===== src/common/delay_pkg.sv =====
`default_nettype none

package delay_pkg;

	localparam int data_width    = 16;
	localparam int addr_width    = 12;
	localparam int sram_capacity = 4096;
	localparam int n_buffers     = 32;
	localparam int handle_width  = 5;

	// gain is signed q1.15, so unity sits one bit above the sample range
	localparam int gain_width = 17;
	localparam logic signed [gain_width-1:0] gain_unity = 17'sd32768;
	localparam int gain_shift = 15;
	localparam logic signed [gain_width-1:0] gain_step = 17'sd256;

	typedef enum logic {
		op_read  = 1'b0,
		op_write = 1'b1
	} op_t;

	// the same request word carries a sample on writes and a delay on reads
	typedef union packed {
		logic signed [data_width-1:0] sample;
		// offset in the low addr_width bits, upper bits unused
		logic [data_width-1:0] delay;
	} req_arg_t;

	// allocation handshake states
	localparam logic [1:0] alloc_idle   = 2'd0;
	localparam logic [1:0] alloc_check  = 2'd1;
	localparam logic [1:0] alloc_commit = 2'd2;
	localparam logic [1:0] alloc_done   = 2'd3;

	// access sequencer states
	localparam logic [2:0] seq_idle     = 3'd0;
	localparam logic [2:0] seq_lookup   = 3'd1;
	localparam logic [2:0] seq_dispatch = 3'd2;
	localparam logic [2:0] seq_write    = 3'd3;
	localparam logic [2:0] seq_mem      = 3'd4;
	localparam logic [2:0] seq_mult     = 3'd5;
	localparam logic [2:0] seq_out      = 3'd6;
	localparam logic [2:0] seq_ack      = 3'd7;

endpackage

`default_nettype wire


===== src/design/descriptor_table.sv =====
`timescale 1ns/100ps
`default_nettype none

module descriptor_table (
	input  wire clk,
	input  wire reset,
	input  wire alloc_req,
	input  wire [delay_pkg::addr_width-1:0] alloc_size,
	output logic alloc_ack,
	output logic alloc_invalid,
	output logic [delay_pkg::handle_width-1:0] alloc_handle,
	input  wire [delay_pkg::data_width-1:0] lookup_handle,
	output logic desc_valid,
	output logic [delay_pkg::addr_width-1:0] desc_base,
	output logic [delay_pkg::addr_width-1:0] desc_size,
	output logic [delay_pkg::addr_width-1:0] desc_position,
	output logic desc_wrapped,
	output logic signed [delay_pkg::gain_width-1:0] desc_gain,
	input  wire advance,
	input  wire [delay_pkg::handle_width-1:0] advance_handle,
	output logic [delay_pkg::handle_width:0] buffer_count
);
	import delay_pkg::*;

	logic [addr_width-1:0] base_r [n_buffers];
	logic [addr_width-1:0] size_r [n_buffers];
	logic [addr_width-1:0] pos_r [n_buffers];
	logic signed [gain_width-1:0] gain_r [n_buffers];
	logic [n_buffers-1:0] wrapped_r;

	// one bit wider so a completely filled memory does not wrap to zero
	logic [addr_width:0] next_free;
	logic [1:0] alloc_state;
	logic [addr_width-1:0] alloc_size_q;
	logic alloc_ok_q;

	wire size_pow2 = (alloc_size_q != '0) &&
		((alloc_size_q & (alloc_size_q - 1'b1)) == '0);
	wire [addr_width:0] alloc_end = next_free + {1'b0, alloc_size_q};
	wire alloc_fits = alloc_end <= (addr_width + 1)'(sram_capacity);
	wire table_free = buffer_count < (handle_width + 1)'(n_buffers);

	wire [handle_width-1:0] lookup_idx = lookup_handle[handle_width-1:0];
	wire lookup_in_range = (lookup_handle[data_width-1:handle_width] == '0) &&
		({1'b0, lookup_idx} < buffer_count);

	wire [addr_width-1:0] adv_pos = pos_r[advance_handle];
	wire [addr_width-1:0] adv_mask = size_r[advance_handle] - 1'b1;
	wire signed [gain_width-1:0] adv_gain = gain_r[advance_handle];

	always_ff @(posedge clk) begin
		if (reset) begin
			alloc_state <= alloc_idle;
			alloc_ack <= 1'b0;
			alloc_invalid <= 1'b0;
			next_free <= '0;
			buffer_count <= '0;
			wrapped_r <= '0;
			desc_valid <= 1'b0;
			for (int i = 0; i < n_buffers; i++) begin
				pos_r[i] <= '0;
				gain_r[i] <= '0;
			end
		end else begin
			desc_valid <= lookup_in_range;

			case (alloc_state)
				alloc_idle: begin
					if (alloc_req) begin
						alloc_size_q <= alloc_size;
						alloc_state <= alloc_check;
					end
				end
				alloc_check: begin
					alloc_ok_q <= size_pow2 && alloc_fits && table_free;
					alloc_state <= alloc_commit;
				end
				alloc_commit: begin
					if (alloc_ok_q) begin
						base_r[buffer_count[handle_width-1:0]] <= next_free[addr_width-1:0];
						size_r[buffer_count[handle_width-1:0]] <= alloc_size_q;
						pos_r[buffer_count[handle_width-1:0]] <= '0;
						gain_r[buffer_count[handle_width-1:0]] <= '0;
						wrapped_r[buffer_count[handle_width-1:0]] <= 1'b0;
						alloc_handle <= buffer_count[handle_width-1:0];
						next_free <= alloc_end;
						buffer_count <= buffer_count + 1'b1;
					end
					alloc_invalid <= ~alloc_ok_q;
					alloc_ack <= 1'b1;
					alloc_state <= alloc_done;
				end
				default: begin
					// hold the result until the host lets go
					if (!alloc_req) begin
						alloc_ack <= 1'b0;
						alloc_invalid <= 1'b0;
						alloc_state <= alloc_idle;
					end
				end
			endcase

			if (advance) begin
				if (adv_pos == adv_mask)
					wrapped_r[advance_handle] <= 1'b1;
				// ramp only counts writes after the first full lap
				if (wrapped_r[advance_handle] && adv_gain < gain_unity)
					gain_r[advance_handle] <= adv_gain + gain_step;
				pos_r[advance_handle] <= (adv_pos + 1'b1) & adv_mask;
			end
		end
	end

	always_ff @(posedge clk) begin
		desc_base <= base_r[lookup_idx];
		desc_size <= size_r[lookup_idx];
		desc_position <= pos_r[lookup_idx];
		desc_wrapped <= wrapped_r[lookup_idx];
		desc_gain <= gain_r[lookup_idx];
	end

	gain_bounded: assert property (@(posedge clk) disable iff (reset)
		advance |=> gain_r[$past(advance_handle)] <= gain_unity + gain_step);

endmodule

`default_nettype wire


===== config.mk =====
export PLATFORM = sky130hd
export DESIGN_NAME = descriptor_table
export DESIGN_NICKNAME = d
export VERILOG_FILES = /design/src/common/delay_pkg.sv /design/src/design/descriptor_table.sv
export SDC_FILE = /design/constraint.sdc
export NUM_CORES = 2
export LEC_CHECK = 0
export ABC_AREA = 0
export BUFFER_PORTS_ARGS = -buffer_cell sky130_fd_sc_hd__buf_4
export CORE_MARGIN = 5
export CORE_UTILIZATION = 63
export DETAILED_ROUTE_END_ITERATION = 6
export PLACE_DENSITY = 0.86
export SLEW_MARGIN = 20
export SYNTH_ARGS = -nofsm -noshare
export SYNTH_HDL_FRONTEND = slang
export SYNTH_SLANG_ARGS = --single-unit

===== constraint.sdc =====
create_clock -name clk -period 6.06 [get_ports clk]
set_input_delay 0.303 -clock clk [delete_from_list [all_inputs] [get_ports clk]]
set_output_delay 0.303 -clock clk [all_outputs]
set_load 0.02 [all_outputs]

==> results.json <==
{
  "grtUsageTotal_pct": 38.8,
  "cp-start-kind": "input port",
  "die_h_um": 378,
  "worstSetupEndpointType": "register",
  "fin_cells": 7227,
  "pwr_density_cell_mw_per_mm2": 301,
  "worst_slew_pin_slew_ns": 1.24,
  "period_needed_ns": 5.06,
  "die_w_um": 378,
  "power.internal_uw": 21400,
  "grt_util_met3_pct": 14.9,
  "fin_ws_ns": 1.00,
  "cts_tree": "built",
  "violations": "DRC",
  "antenna_found_initial": 12,
  "place_inst": 6872,
  "pwr-share-comb_pct": 10.6,
  "placementRows": 135,
  "fillCellCount": 7813,
  "whs_endpoint": "next_free[2]$_SDFFE_PP0P_",
  "drv_slew": 0,
  "r2r_setup_slack_ns": 1.16,
  "wl_um": 276000,
  "drv_cap": 0,
  "synthFlopType": "edfxtp_1",
  "cts_made_buffers": 177,
  "relSlewSlack_pct": 17.0,
  "path_cells": "buf_4, nand4bb_1, o22ai_1, nor4_1, nand4_1, nor4_4, and4_1, nor4_1, or4_2, o41ai_1",
  "syn-instance-count": 5227,
  "detail-route-antenna-nets": 0,
  "r2r_end": "wrapped_r[31]$_SDFF_PP0_",
  "seq_area_mm2": 0.0537,
  "hpwl_um": 159000,
  "grt-busiest-layer": "met2",
  "nets": 5356,
  "hold_start": "reset",
  "p_leak_uw": 0.0319,
  "clk_pin_slew_ns": 0.07,
  "synth_top_area_share_pct": 60.3,
  "setup_violations": 0,
  "postSynthAreaPerCell_um2": 16.3,
  "multi_input_area_mm2": 0.0300,
  "cts_sinks": 1824,
  "coreArea_mm2": 0.135,
  "area_growth_syn_to_layout_pct": 10.9,
  "min_path_type": "in -> reg",
  "ys_seq_area_share_pct": 62.9,
  "drive_above_1_share_pct": 27.5,
  "fin_setup_tns_ns": 0,
  "synth.top_cells.by_area": "edfxtp_1, mux4_2, nor2_1",
  "syn_nets": 5292,
  "clock_skew_ns": 0.0374,
  "wl_per_cell_um": 38.3,
  "crit_type": "in -> reg",
  "grt_pass1_wl_um": 395000,
  "hold_path_depth": 2,
  "grt_pass1_vias": 57889,
  "clockBufferDepth": 3,
  "reg2reg_depth": 9,
  "grtUsageMet2_pct": 58.6,
  "clockPowerShare_pct": 39.0,
  "die-area_mm2": 0.143,
  "start_util_pct": 63.2,
  "ys_ff_latch": 1824,
  "cp_data_required_time_ns": 6.77,
  "drc": 123,
  "p_switching_uw": 7020,
  "insertion_delay_ns": 0.84,
  "synth_edf_count": 1714,
  "crit_path_frequent_cell": "nor4_1",
  "pre_cts_ws_ns": 0.530,
  "critPathMaxStageDelay_ns": 1.13,
  "timing.rr.start": "size_r[9][2]$_DFFE_PP_",
  "rsz0062_at_grt": "no",
  "status": "finished with violations",
  "pin_count": 105,
  "power_switching_share_pct": 24.7,
  "critPathSlowestCell": "or4_2",
  "seqPwrFrac_pct": 50.4,
  "async_flop_share_pct": 0,
  "htreeDepth": 4,
  "grt_overflow": 0,
  "final_hold_viol_count": 0,
  "fin_crit_sh_pct": 83.5,
  "ys_types": 65,
  "met1_usage_pct": 46.9,
  "worstPathMaxFanout": 34,
  "dr.first_iter.drc_count": 11242,
  "cp_data_arrival_time_ns": 5.77,
  "num_vias": 56892,
  "max_freq_ghz": 0.198,
  "first_pass_iters": 7,
  "routed_via_density": 7.87,
  "place_congestion": 0.973,
  "yosysWarnings": 0,
  "peakVddDrop_v": 0.000310,
  "port_buffers": 104,
  "timing.hold.ws_ns": 0.101,
  "grt_max_degree": 112,
  "synthesis.area_mm2": 0.0854,
  "synth_area_leader_cell": "edfxtp_1",
  "post-cts-setup-buffer-count": 0,
  "cts_root_buf": "clkbuf_16"
}
==> worst max-delay path, delay by kind of cell <==
family	cells	cell delay, ns
and+or+nand+nor	7	4.25
AOI/OAI and AO/OA	2	0.73
buffers and inverters	1	0.42
==> stage by stage <==
| step | instance area, um2 | util (%) | total power, uW |
|---|---|---|---|
| final | 94700 | 70.1 | 28500 |
| after global routing | 94700 | 70.0 | 29100 |
| after CTS | 94600 | 70.0 | 28300 |
| after detailed placement | 88700 | 65.6 | 17400 |
| after global placement | 88700 | 65.6 | 17300 |
| after floorplan | 85400 | - | 16400 |
==> power groups by stage <==
stage / sequential [uW] / clock (uW) / combinational, uW
4_1_cts: 14300 / 11100 / 2880
2_1_floorplan: 14600 / 0 / 1800
5_1_grt: 14400 / 11600 / 3080
3_3_place_gp: 14500 / 0 / 2760
3_5_place_dp: 14600 / 0 / 2820
6_report: 14300 / 11100 / 3020
==> how the worst max path moves through the flow <==
stage                            from                           end  slack, ns  cells after the start
detailed placement  advance_handle[4]       wrapped_r[0]$_SDFF_PP0_       0.53                     10
CTS                 advance_handle[3]      wrapped_r[31]$_SDFF_PP0_       1.23                     10
global route        advance_handle[0]      wrapped_r[31]$_SDFF_PP0_       0.89                     10
finish              advance_handle[4]      wrapped_r[31]$_SDFF_PP0_       1.00                     10
floorplan           advance_handle[0]  gain_r[10][16]$_SDFFCE_PN0P_       1.73                     18
global placement    advance_handle[1]      wrapped_r[31]$_SDFF_PP0_       0.72                     10
==> sequential cells by signal (all words and copies together) (netlist names) <==
register	count
alloc_size_q	12
alloc_state	2
desc_size	12
pos_r	384
alloc_ok_q	1
desc_wrapped	1
desc_base	12
alloc_invalid	1
desc_position	12
buffer_count	6
wrapped_r	32
size_r	384
alloc_ack	1
alloc_handle	5
base_r	384
desc_gain	17
next_free	13
gain_r	544
desc_valid	1
==> synth_stat cells, types with 6 or more instances <==
library cell / n
a21oi_1: 52
a22oi_1: 100
and3_1: 37
and4_1: 14
buf_1: 49
buf_2: 40
buf_4: 25
buf_6: 11
clkbuf_1: 340
dfxtp_1: 110
edfxtp_1: 1714
ha_1: 27
inv_1: 22
mux2_2: 54
mux2i_1: 244
mux4_2: 757
nand2_1: 187
nand2b_1: 10
nand3_1: 23
nand4_1: 23
nor2_1: 967
nor2b_1: 7
nor3_1: 24
nor3b_1: 8
nor4_1: 35
o21ai_0: 48
o22ai_1: 132
o41ai_2: 30
or4_1: 6
xnor2_1: 27
xor2_1: 19
==> routing by layer <==
| layer | wire [um] | share of wire, % |
|---|---|---|
| met3 | 46700 | 17 |
| met4 | 25100 | 9.1 |
| met2 | 124000 | 45 |
| met1 | 80400 | 29 |
| met5 | 270 | 0.098 |
==> cells by family after synthesis <==
logic type      count (synthesis)  share of synthesized area, %
compound gates                396                          3.33
mux                          1055                          23.5
simple gates                 1384                          6.88
xor+xnor                       47                         0.498
fa+ha+maj                      30                         0.443
flops                        1824                          62.9
buf+inv                       491                          2.43
==> cells in the final DEF (no fill, tap or decap), types with 10 or more instances in the layout <==
cell type	count
o41ai_2	30
nor2_4	32
dlygate4sd3_1	16
o22ai_1	132
and3_1	36
clkinv_2	26
a21oi_1	52
bufinv_16	15
nand3_1	23
o21ai_0	16
nor2_1	933
mux2i_1	244
clkbuf_1	47
inv_1	21
nand4_1	23
nand2b_1	10
ha_1	26
mux2_2	54
a22oi_1	100
o21ai_1	32
nand2_1	187
mux4_2	757
dfxtp_1	107
clkinv_1	34
clkbuf_16	181
nor3_1	21
xnor2_1	21
and4_1	14
nor4_1	35
edfxtp_1	1714
buf_4	308
buf_12	17
xor2_1	18
==> layout make-up <==
type | instances | area share, %
Clock inverter | 96 | 0.990
Inverter | 24 | 0.0952
Clock buffer | 234 | 5.06
Multi-Input combinational cell | 2912 | 31.7
Tap cell | 1781 | 2.35
Timing Repair Buffer | 352 | 3.14
Antenna cell | 4 | 0.0106
Sequential cell | 1824 | 56.7
==> what timing repair did <==
item,in CTS,in global routing
hold endpoints to repair,16,0
resized for setup,0,0
hold buffers,16,0
(Power assumes the default switching activity.)
