--- src/common/delay_pkg.sv ---
`default_nettype none

package delay_pkg;

	localparam int data_width    = 16;
	localparam int addr_width    = 12;
	localparam int sram_capacity = 4096;
	localparam int n_buffers     = 32;
	localparam int handle_width  = 5;

	// gain is signed q1.15, so unity sits one bit above the sample range
	localparam int gain_width = 17;
	localparam logic signed [gain_width-1:0] gain_unity = 17'sd32768;
	localparam int gain_shift = 15;
	localparam logic signed [gain_width-1:0] gain_step = 17'sd256;

	typedef enum logic {
		op_read  = 1'b0,
		op_write = 1'b1
	} op_t;

	// the same request word carries a sample on writes and a delay on reads
	typedef union packed {
		logic signed [data_width-1:0] sample;
		// offset in the low addr_width bits, upper bits unused
		logic [data_width-1:0] delay;
	} req_arg_t;

	// allocation handshake states
	localparam logic [1:0] alloc_idle   = 2'd0;
	localparam logic [1:0] alloc_check  = 2'd1;
	localparam logic [1:0] alloc_commit = 2'd2;
	localparam logic [1:0] alloc_done   = 2'd3;

	// access sequencer states
	localparam logic [2:0] seq_idle     = 3'd0;
	localparam logic [2:0] seq_lookup   = 3'd1;
	localparam logic [2:0] seq_dispatch = 3'd2;
	localparam logic [2:0] seq_write    = 3'd3;
	localparam logic [2:0] seq_mem      = 3'd4;
	localparam logic [2:0] seq_mult     = 3'd5;
	localparam logic [2:0] seq_out      = 3'd6;
	localparam logic [2:0] seq_ack      = 3'd7;

endpackage

`default_nettype wire

--- src/access_sequencer/access_sequencer.sv ---
`timescale 1ns/100ps
`default_nettype none

module access_sequencer (
	input  wire clk,
	input  wire reset,
	input  wire acc_req,
	input  wire delay_pkg::op_t acc_op,
	input  wire [delay_pkg::data_width-1:0] acc_handle,
	input  wire delay_pkg::req_arg_t acc_arg,
	output logic acc_ack,
	output logic acc_invalid,
	output logic [delay_pkg::data_width-1:0] acc_data,
	output logic [delay_pkg::data_width-1:0] lookup_handle,
	input  wire desc_valid,
	input  wire [delay_pkg::addr_width-1:0] desc_base,
	input  wire [delay_pkg::addr_width-1:0] desc_size,
	input  wire [delay_pkg::addr_width-1:0] desc_position,
	input  wire desc_wrapped,
	input  wire signed [delay_pkg::gain_width-1:0] desc_gain,
	output logic advance,
	output logic [delay_pkg::handle_width-1:0] advance_handle,
	output logic wr_en,
	output logic [delay_pkg::addr_width-1:0] wr_addr,
	output logic [delay_pkg::data_width-1:0] wr_data,
	output logic [delay_pkg::addr_width-1:0] rd_addr,
	input  wire [delay_pkg::data_width-1:0] rd_data
);
	import delay_pkg::*;

	logic [2:0] state;
	logic [data_width-1:0] handle_q;
	op_t op_q;
	req_arg_t arg_q;
	logic signed [gain_width-1:0] gain_q;
	logic signed [data_width+gain_width-1:0] product_q;

	// sizes are powers of two, so size minus one is the wrap mask
	wire [addr_width-1:0] size_mask = desc_size - 1'b1;
	wire [addr_width-1:0] read_offset =
		(desc_position - arg_q.delay[addr_width-1:0]) & size_mask;
	wire signed [data_width+gain_width-1:0] scaled = product_q >>> gain_shift;

	assign lookup_handle = handle_q;

	always_ff @(posedge clk) begin
		if (reset) begin
			state <= seq_idle;
			acc_ack <= 1'b0;
			acc_invalid <= 1'b0;
			wr_en <= 1'b0;
			advance <= 1'b0;
		end else begin
			case (state)
				seq_idle: begin
					if (acc_req)
						state <= seq_lookup;
				end
				seq_lookup: state <= seq_dispatch;
				seq_dispatch: begin
					if (!desc_valid) begin
						acc_invalid <= 1'b1;
						acc_ack <= 1'b1;
						state <= seq_ack;
					end else if (op_q == op_write) begin
						wr_en <= 1'b1;
						advance <= 1'b1;
						state <= seq_write;
					end else begin
						state <= seq_mem;
					end
				end
				seq_write: begin
					wr_en <= 1'b0;
					advance <= 1'b0;
					acc_ack <= 1'b1;
					state <= seq_ack;
				end
				seq_mem: state <= seq_mult;
				seq_mult: state <= seq_out;
				seq_out: begin
					acc_ack <= 1'b1;
					state <= seq_ack;
				end
				default: begin
					if (!acc_req) begin
						acc_ack <= 1'b0;
						acc_invalid <= 1'b0;
						state <= seq_idle;
					end
				end
			endcase
		end
	end

	always_ff @(posedge clk) begin
		case (state)
			seq_idle: begin
				if (acc_req) begin
					handle_q <= acc_handle;
					op_q <= acc_op;
					arg_q <= acc_arg;
				end
			end
			seq_dispatch: begin
				wr_addr <= desc_base + desc_position;
				wr_data <= arg_q.sample;
				advance_handle <= handle_q[handle_width-1:0];
				rd_addr <= desc_base + read_offset;
				// an unwrapped buffer reads as silence
				gain_q <= desc_wrapped ? desc_gain : '0;
				if (!desc_valid || op_q == op_write)
					acc_data <= '0;
			end
			seq_mult: product_q <= $signed(rd_data) * gain_q;
			seq_out: acc_data <= scaled[data_width-1:0];
			default: begin
			end
		endcase
	end

	ack_needs_req: assert property (@(posedge clk) disable iff (reset)
		$rose(acc_ack) |-> acc_req);

	write_with_advance: assert property (@(posedge clk) disable iff (reset)
		wr_en == advance);

endmodule

`default_nettype wire

--- config.mk ---
export PLATFORM = sky130hd
export DESIGN_NAME = access_sequencer
export DESIGN_NICKNAME = d
export VERILOG_FILES = /design/src/common/delay_pkg.sv /design/src/access_sequencer/access_sequencer.sv
export SDC_FILE = /design/constraint.sdc
export NUM_CORES = 1
export LEC_CHECK = 0
export CORE_UTILIZATION = 60
export CTS_CLUSTER_SIZE = 12
export DETAILED_ROUTE_END_ITERATION = 12
export DONT_BUFFER_PORTS = 1
export HOLD_SLACK_MARGIN = 0.05
export PLACE_DENSITY = 0.79
export SLEW_MARGIN = 20
export SYNTH_ARGS = -nofsm -noshare
export SYNTH_HDL_FRONTEND = slang
export SYNTH_SLANG_ARGS = --single-unit
--- constraint.sdc ---
create_clock -name clk -period 6.4 [get_ports clk]
set_input_delay 0.64 -clock clk [delete_from_list [all_inputs] [get_ports clk]]
set_output_delay 0.64 -clock clk [all_outputs]
set_load 0.02 [all_outputs]
==> results of run 1 <==
[flip-flops by register name (all words and copies together) (netlist names), 3 cells and up]
| name | cells |
|---|---|
| advance_handle | 5 |
| rd_addr | 12 |
| wr_data | 16 |
| arg_q | 16 |
| lookup_handle | 16 |
| product_q | 16 |
| gain_q | 17 |
| wr_addr | 12 |
| state | 3 |
| acc_data | 16 |
[final timing paths]
check | from | endpoint | slack, ps | cells after the start
hold / removal | reset | acc_invalid$_SDFFE_PP0P_ | 270 | 1
setup reg to reg | gain_q[6]$_SDFFCE_PN0P_ | product_q[29]$_DFFE_PP_ | 280 | 18
setup / recovery | gain_q[6]$_SDFFCE_PN0P_ | product_q[29]$_DFFE_PP_ | 280 | 18
hold reg to reg | arg_q[15]$_DFFE_PP_ | wr_data[15]$_DFFE_PP_ | 420 | 0
[repair_timing]
action / in CTS / in global routing
setup buffers: 0 / 6
setup endpoints to repair: 0 / 8
gates resized for setup: 0 / 9
[cell usage in the layout, fill, tap and decap left out, types with 7 or more instances in the layout]
cell type,count
or3_1,9
a21o_1,15
ha_1,112
a21oi_1,33
nor2_1,54
nand4_1,7
nor3_1,21
nand2b_1,10
buf_4,34
clkbuf_16,19
edfxtp_1,127
inv_1,343
nor2b_1,10
o21ai_0,27
o21a_1,7
a211oi_1,9
and2_1,162
fa_1,264
xor2_1,19
nand2_1,149
a31oi_1,8
xnor2_1,46
nand3_1,13
[worst reg2reg max path: cells and delay by family (launching register included)]
family	cells	cell delay, ps
multiplexers	1	150
flip-flops	1	490
adder cells (fa/ha/maj)	7	3350
buffers and inverters	4	190
AO/OA/AOI/OAI	5	1500
AND/OR/NAND/NOR	1	220
[cell type report]
cell class              count  area share
clock inverters            13     0.00841
inverters                 344      0.0757
multi-input cells        1038       0.619
flip-flops and latches    133       0.230
clock buffers              19      0.0278
repair buffers             34      0.0149
well taps                 335      0.0245
[logic make-up after synthesis]
family          share of synthesized area
buf+inv                            0.0921
mux                               0.00126
xor+xnor                           0.0357
simple gates                        0.149
flops                               0.247
compound gates                     0.0559
fa+ha+maj                           0.419
[per-stage QoR]
step	instance area (um2)	std cells	worst slack [ps]
global placement	16400	1878	207
finish	17100	1916	276
floorplan	15900	1561	222
CTS	17000	1910	66.1
detailed placement	16400	1878	46.4
global route	17100	1916	42.5
[per-layer routing]
| layer | GRT usage | up-vias | part of all wire |
|---|---|---|---|
| met5 | 0 | - | 0 |
| met2 | 0.495 | 412 | 0.50 |
| met4 | 0.136 | 0 | 0.039 |
| met3 | 0.0547 | 89 | 0.069 |
| met1 | 0.345 | 5437 | 0.39 |
| li1 | - | 4868 | - |
==> run metrics, run 1 <==
skew final=a little under 20 ps; multi-input combinational cell area=~11,000 um2; Reg area=roughly 3900 um2; Mapped Cells=1,561; first-pass GRT wire length=around 59,000 um; Post-synth EDFFs=between 100 and 150; GP Congestion=approximately 0.93; CTS Buf Count=17; Peak Freq=0.163 GHz; Iter 0 DRT Violations=between 600 and 700; Seq/Total Area, Yosys=0.247; gr ovfl total=0; Fin Setup TNS=0 ps; Relative slew margins=0.425; H-tree depth=4; IO Count=188; Worst-path clk slew=~80 ps; Pre-antenna DRT Iters=5; Top FF cell, synth=edfxtp_1; Row Count=59; Total GRT Usage=0.287; CP startpoint kind=flip-flop; die width=between 150 and 200 um; CTS tree=yes; Async S/R FF share, synth=0; WP data required=about 6600 ps; Die Area=27,200 um2; top-area cell type share of the netlist area=0.332; port bufs=0; DRC=0; WS Path Type=reg2reg; Slowest Stage Delay on Critical Path=560 ps; post-synthesis cell type count=55; Initial Utilization=0.612; worst skew pair latency=between 400 and 500 ps; period utilisation layout=0.957; # Max-Cap Violations=0; nature of the critical path endpoint=flip-flop; syn avg cell area=between 10 and 15 um2; CP Cell Sequence=and2_1, fa_1, inv_1, fa_1, fa_1, fa_1, inv_1, fa_1, inv_1, fa_1, inv_1, ha_1, a211o_1, a211oi_2, o21bai_1, a221o_1, mux2i_1, a2111oi_1; Area contributors post-synth=fa_1, edfxtp_1, ha_1; Routed Wire Length=between 30,000 and 40,000 um; # diodes=0; # hold bufs at CTS=0; Synth Warn #=0; CP delay by family, top=adder cells; status=finished clean; Seq cells post-synth=133; clk sinks=between 100 and 150; number of global-route vias before repair=approximately 12k; fin. max-slew vios=0; initial antenna violation count=0; Hold Slack=270 ps; Area Overhead vs Synth=7.37%; clock buffer depth=2; Crit path arrival time=6340 ps; fillers=a little under 2k; Post-Syn Area=approximately 16,000 um2; die height=~160 um; Total Nets Final=roughly 2.1k; worst-margin pin slew=between 800 and 900 ps; Final Critical Period=slightly above 6000 ps; final core occ=0.657; cell with the most instances after synthesis=inv_1; largest net degree at the start of global routing=between 60 and 70; post-route ant nets=0; Final Setup Violations=0; Post-synth top cells=inv_1, fa_1, and2_1, nand2_1, edfxtp_1; fraction of layout cells with a size suffix above 1=0.0525; crit-path max FO=7; final hold violations=0; RSZ-0062 raised after global routing=no; Critical Path Most Common Cell=fa_1; CP max stage cell=fa_1; class of the worst hold path=in2reg; root buffer cell=clkbuf_16; area leader, netlist=fa_1; Syn Nets=just over 2k; CP Buf/Inv Count=4; Core ar.=26,100 um2; routed via count=between 10k and 15k; DP HPWL=roughly 29,000 um; routed len/inst=around 19 um; vias per cell=around 5.6
Power of run 1 is left out: the tool's default activity adds up to more than one toggle a clock period on the data nets, which glitch-free logic cannot reach.
==> inputs of run 2 (changes only) <==
- CELL_PAD_IN_SITES_DETAIL_PLACEMENT: default -> 1
- CELL_PAD_IN_SITES_GLOBAL_PLACEMENT: default -> 2
- CORE_ASPECT_RATIO: default -> 1.5
- CORE_UTILIZATION: 60 -> 39
- PLACE_DENSITY: 0.79 -> default
- PLACE_DENSITY_LB_ADDON: default -> 0.1
==> run metrics, run 2 (synthesized netlist as in run 1, its figures left out) <==
status=finished clean; WS Path Type=reg2reg; # hold bufs at CTS=0 (unchanged); flop2flop setup slack=300 ps (+20 ps); Peak Freq=0.164 GHz (+0.33%); commonest non-fill, non-tap cells in the layout=inv_1, fa_1, and2_1, nand2_1, edfxtp_1; Relative slew margins=0.391 (-0.0343); Crit path arrival time=6290 ps (-50 ps); crit-path max FO=9 (+2); worst-margin pin slew=913 ps (+51.5 ps); most common cell after layout, fill and taps aside=inv_1; worst skew pair latency=450 ps (+20 ps); GP Congestion=0.826 (-11%); skew final=12.1 ps (-7.35 ps); Largest Register=gain_q; port bufs=0 (unchanged); die width=167 um (+1.3%); fin. max-slew vios=0 (unchanged); Routed Wire Length=45,100 um (+26%); Area Overhead vs Synth=9.19%; gr ovfl total=0 (unchanged); class of the worst hold path=in2reg; final setup margin=296 ps (+20.3 ps); routed via count=10.7k (-0.93%); Initial Utilization=0.395 (-0.216); RSZ-0062 raised after global routing=yes; DP Worst Slack=151 ps (+105 ps); # diodes=0 (unchanged); die height=250 um (+51%); hold wc startpoint=reset; max reg flops=17 (unchanged); CTS Buf Count=17 (unchanged); Pre-antenna DRT Iters=4 (-1); Total GRT Usage=0.233 (-0.0535); period utilisation layout=0.954 (-0.00318); Final Setup Violations=0 (unchanged); Core ar.=40,300 um2 (+55%); WP data required=6590 ps (-20 ps); vias per cell=5.10 (-9.5%); # Max-Cap Violations=0 (unchanged); DRC=0 (unchanged); worst r2r src=gain_q[8]$_SDFFCE_PN0P_; number of global-route vias before repair=12.9k (+7.9%); IO Count=188 (unchanged); fraction of layout cells with a size suffix above 1=0.0597 (+0.00721); post-route ant nets=0 (unchanged); Die Area=41,700 um2 (+53%); first-pass GRT wire length=71,800 um (+22%); Total Nets Final=2,061 (+0.49%); clock buffer depth=2 (unchanged); largest net degree at the start of global routing=63 (unchanged); Row Count=90 (+53%); Critical Path Start=gain_q[8]$_SDFFCE_PN0P_; Iter 0 DRT Violations=283 (-58%); routed len/inst=21.5 um (+15%); nature of the critical path endpoint=flip-flop; Worst-path clk slew=70 ps (about the same); final hold violations=0 (unchanged); initial antenna violation count=0 (unchanged); CTS tree=yes; root buffer cell=clkbuf_16; clk sinks=133 (unchanged); CP startpoint kind=flip-flop; Final Critical Period=6100 ps (-20.3 ps); DP HPWL=37,600 um (+31%); H-tree depth=4 (unchanged)
run 2: critical path, cell delays in order (launching register included):
cell	delay [ps]
edfxtp_1	550
buf_4	270
nand2_1	90
fa_1	560
inv_1	80
fa_1	520
fa_1	570
fa_1	440
fa_1	500
inv_1	50
fa_1	470
inv_1	40
ha_1	170
or3_1	370
a221oi_1	280
nor3b_2	240
a211oi_2	130
o21a_1	250
a21oi_1	180
xnor2_1	80
run 2: worst paths after layout:
path / end / depth (start not counted)
max reg2reg: product_q[28]$_DFFE_PP_ / 19
min reg2reg: wr_data[13]$_DFFE_PP_ / 0
max: product_q[28]$_DFFE_PP_ / 19
min: state[1]$_SDFFE_PP0P_ / 1
run 2: per-layer routing:
| metal | routed length (um) | track usage |
|---|---|---|
| met1 | 13900 | 0.206 |
| met2 | 27400 | 0.487 |
| met3 | 1340 | 0.0363 |
| met4 | 2380 | 0.122 |
| met5 | 0 | 0 |
run 2: final cells by class:
cell class                      instances  area [um2]
Inverter                              344        1290
Multi-Input combinational cell       1038       10600
Fill cell                            4511       22900
Clock inverter                         15         184
Timing Repair Buffer                   44         330
Sequential cell                       133        3930
Clock buffer                           17         425
Tap cell                              506         633
run 2: per-stage QoR:
step	hold WS [ps]	utilization	std cells	instance area, um2	TNS [ps]
after floorplan	400	-	1561	15900	0
after global placement	405	0.414	2057	16700	0
after detailed placement	412	0.414	2057	16700	0
after CTS	226	0.429	2089	17300	0
after global routing	239	0.432	2097	17400	-46.3
final	261	0.432	2097	17400	0
run 2: what timing repair did:
action | CTS | global route
resized for setup | 0 | 9
buffers inserted | 0 | 8
endpoints found under the setup margin | 0 | 8
Power of run 2 is left out for the same reason.
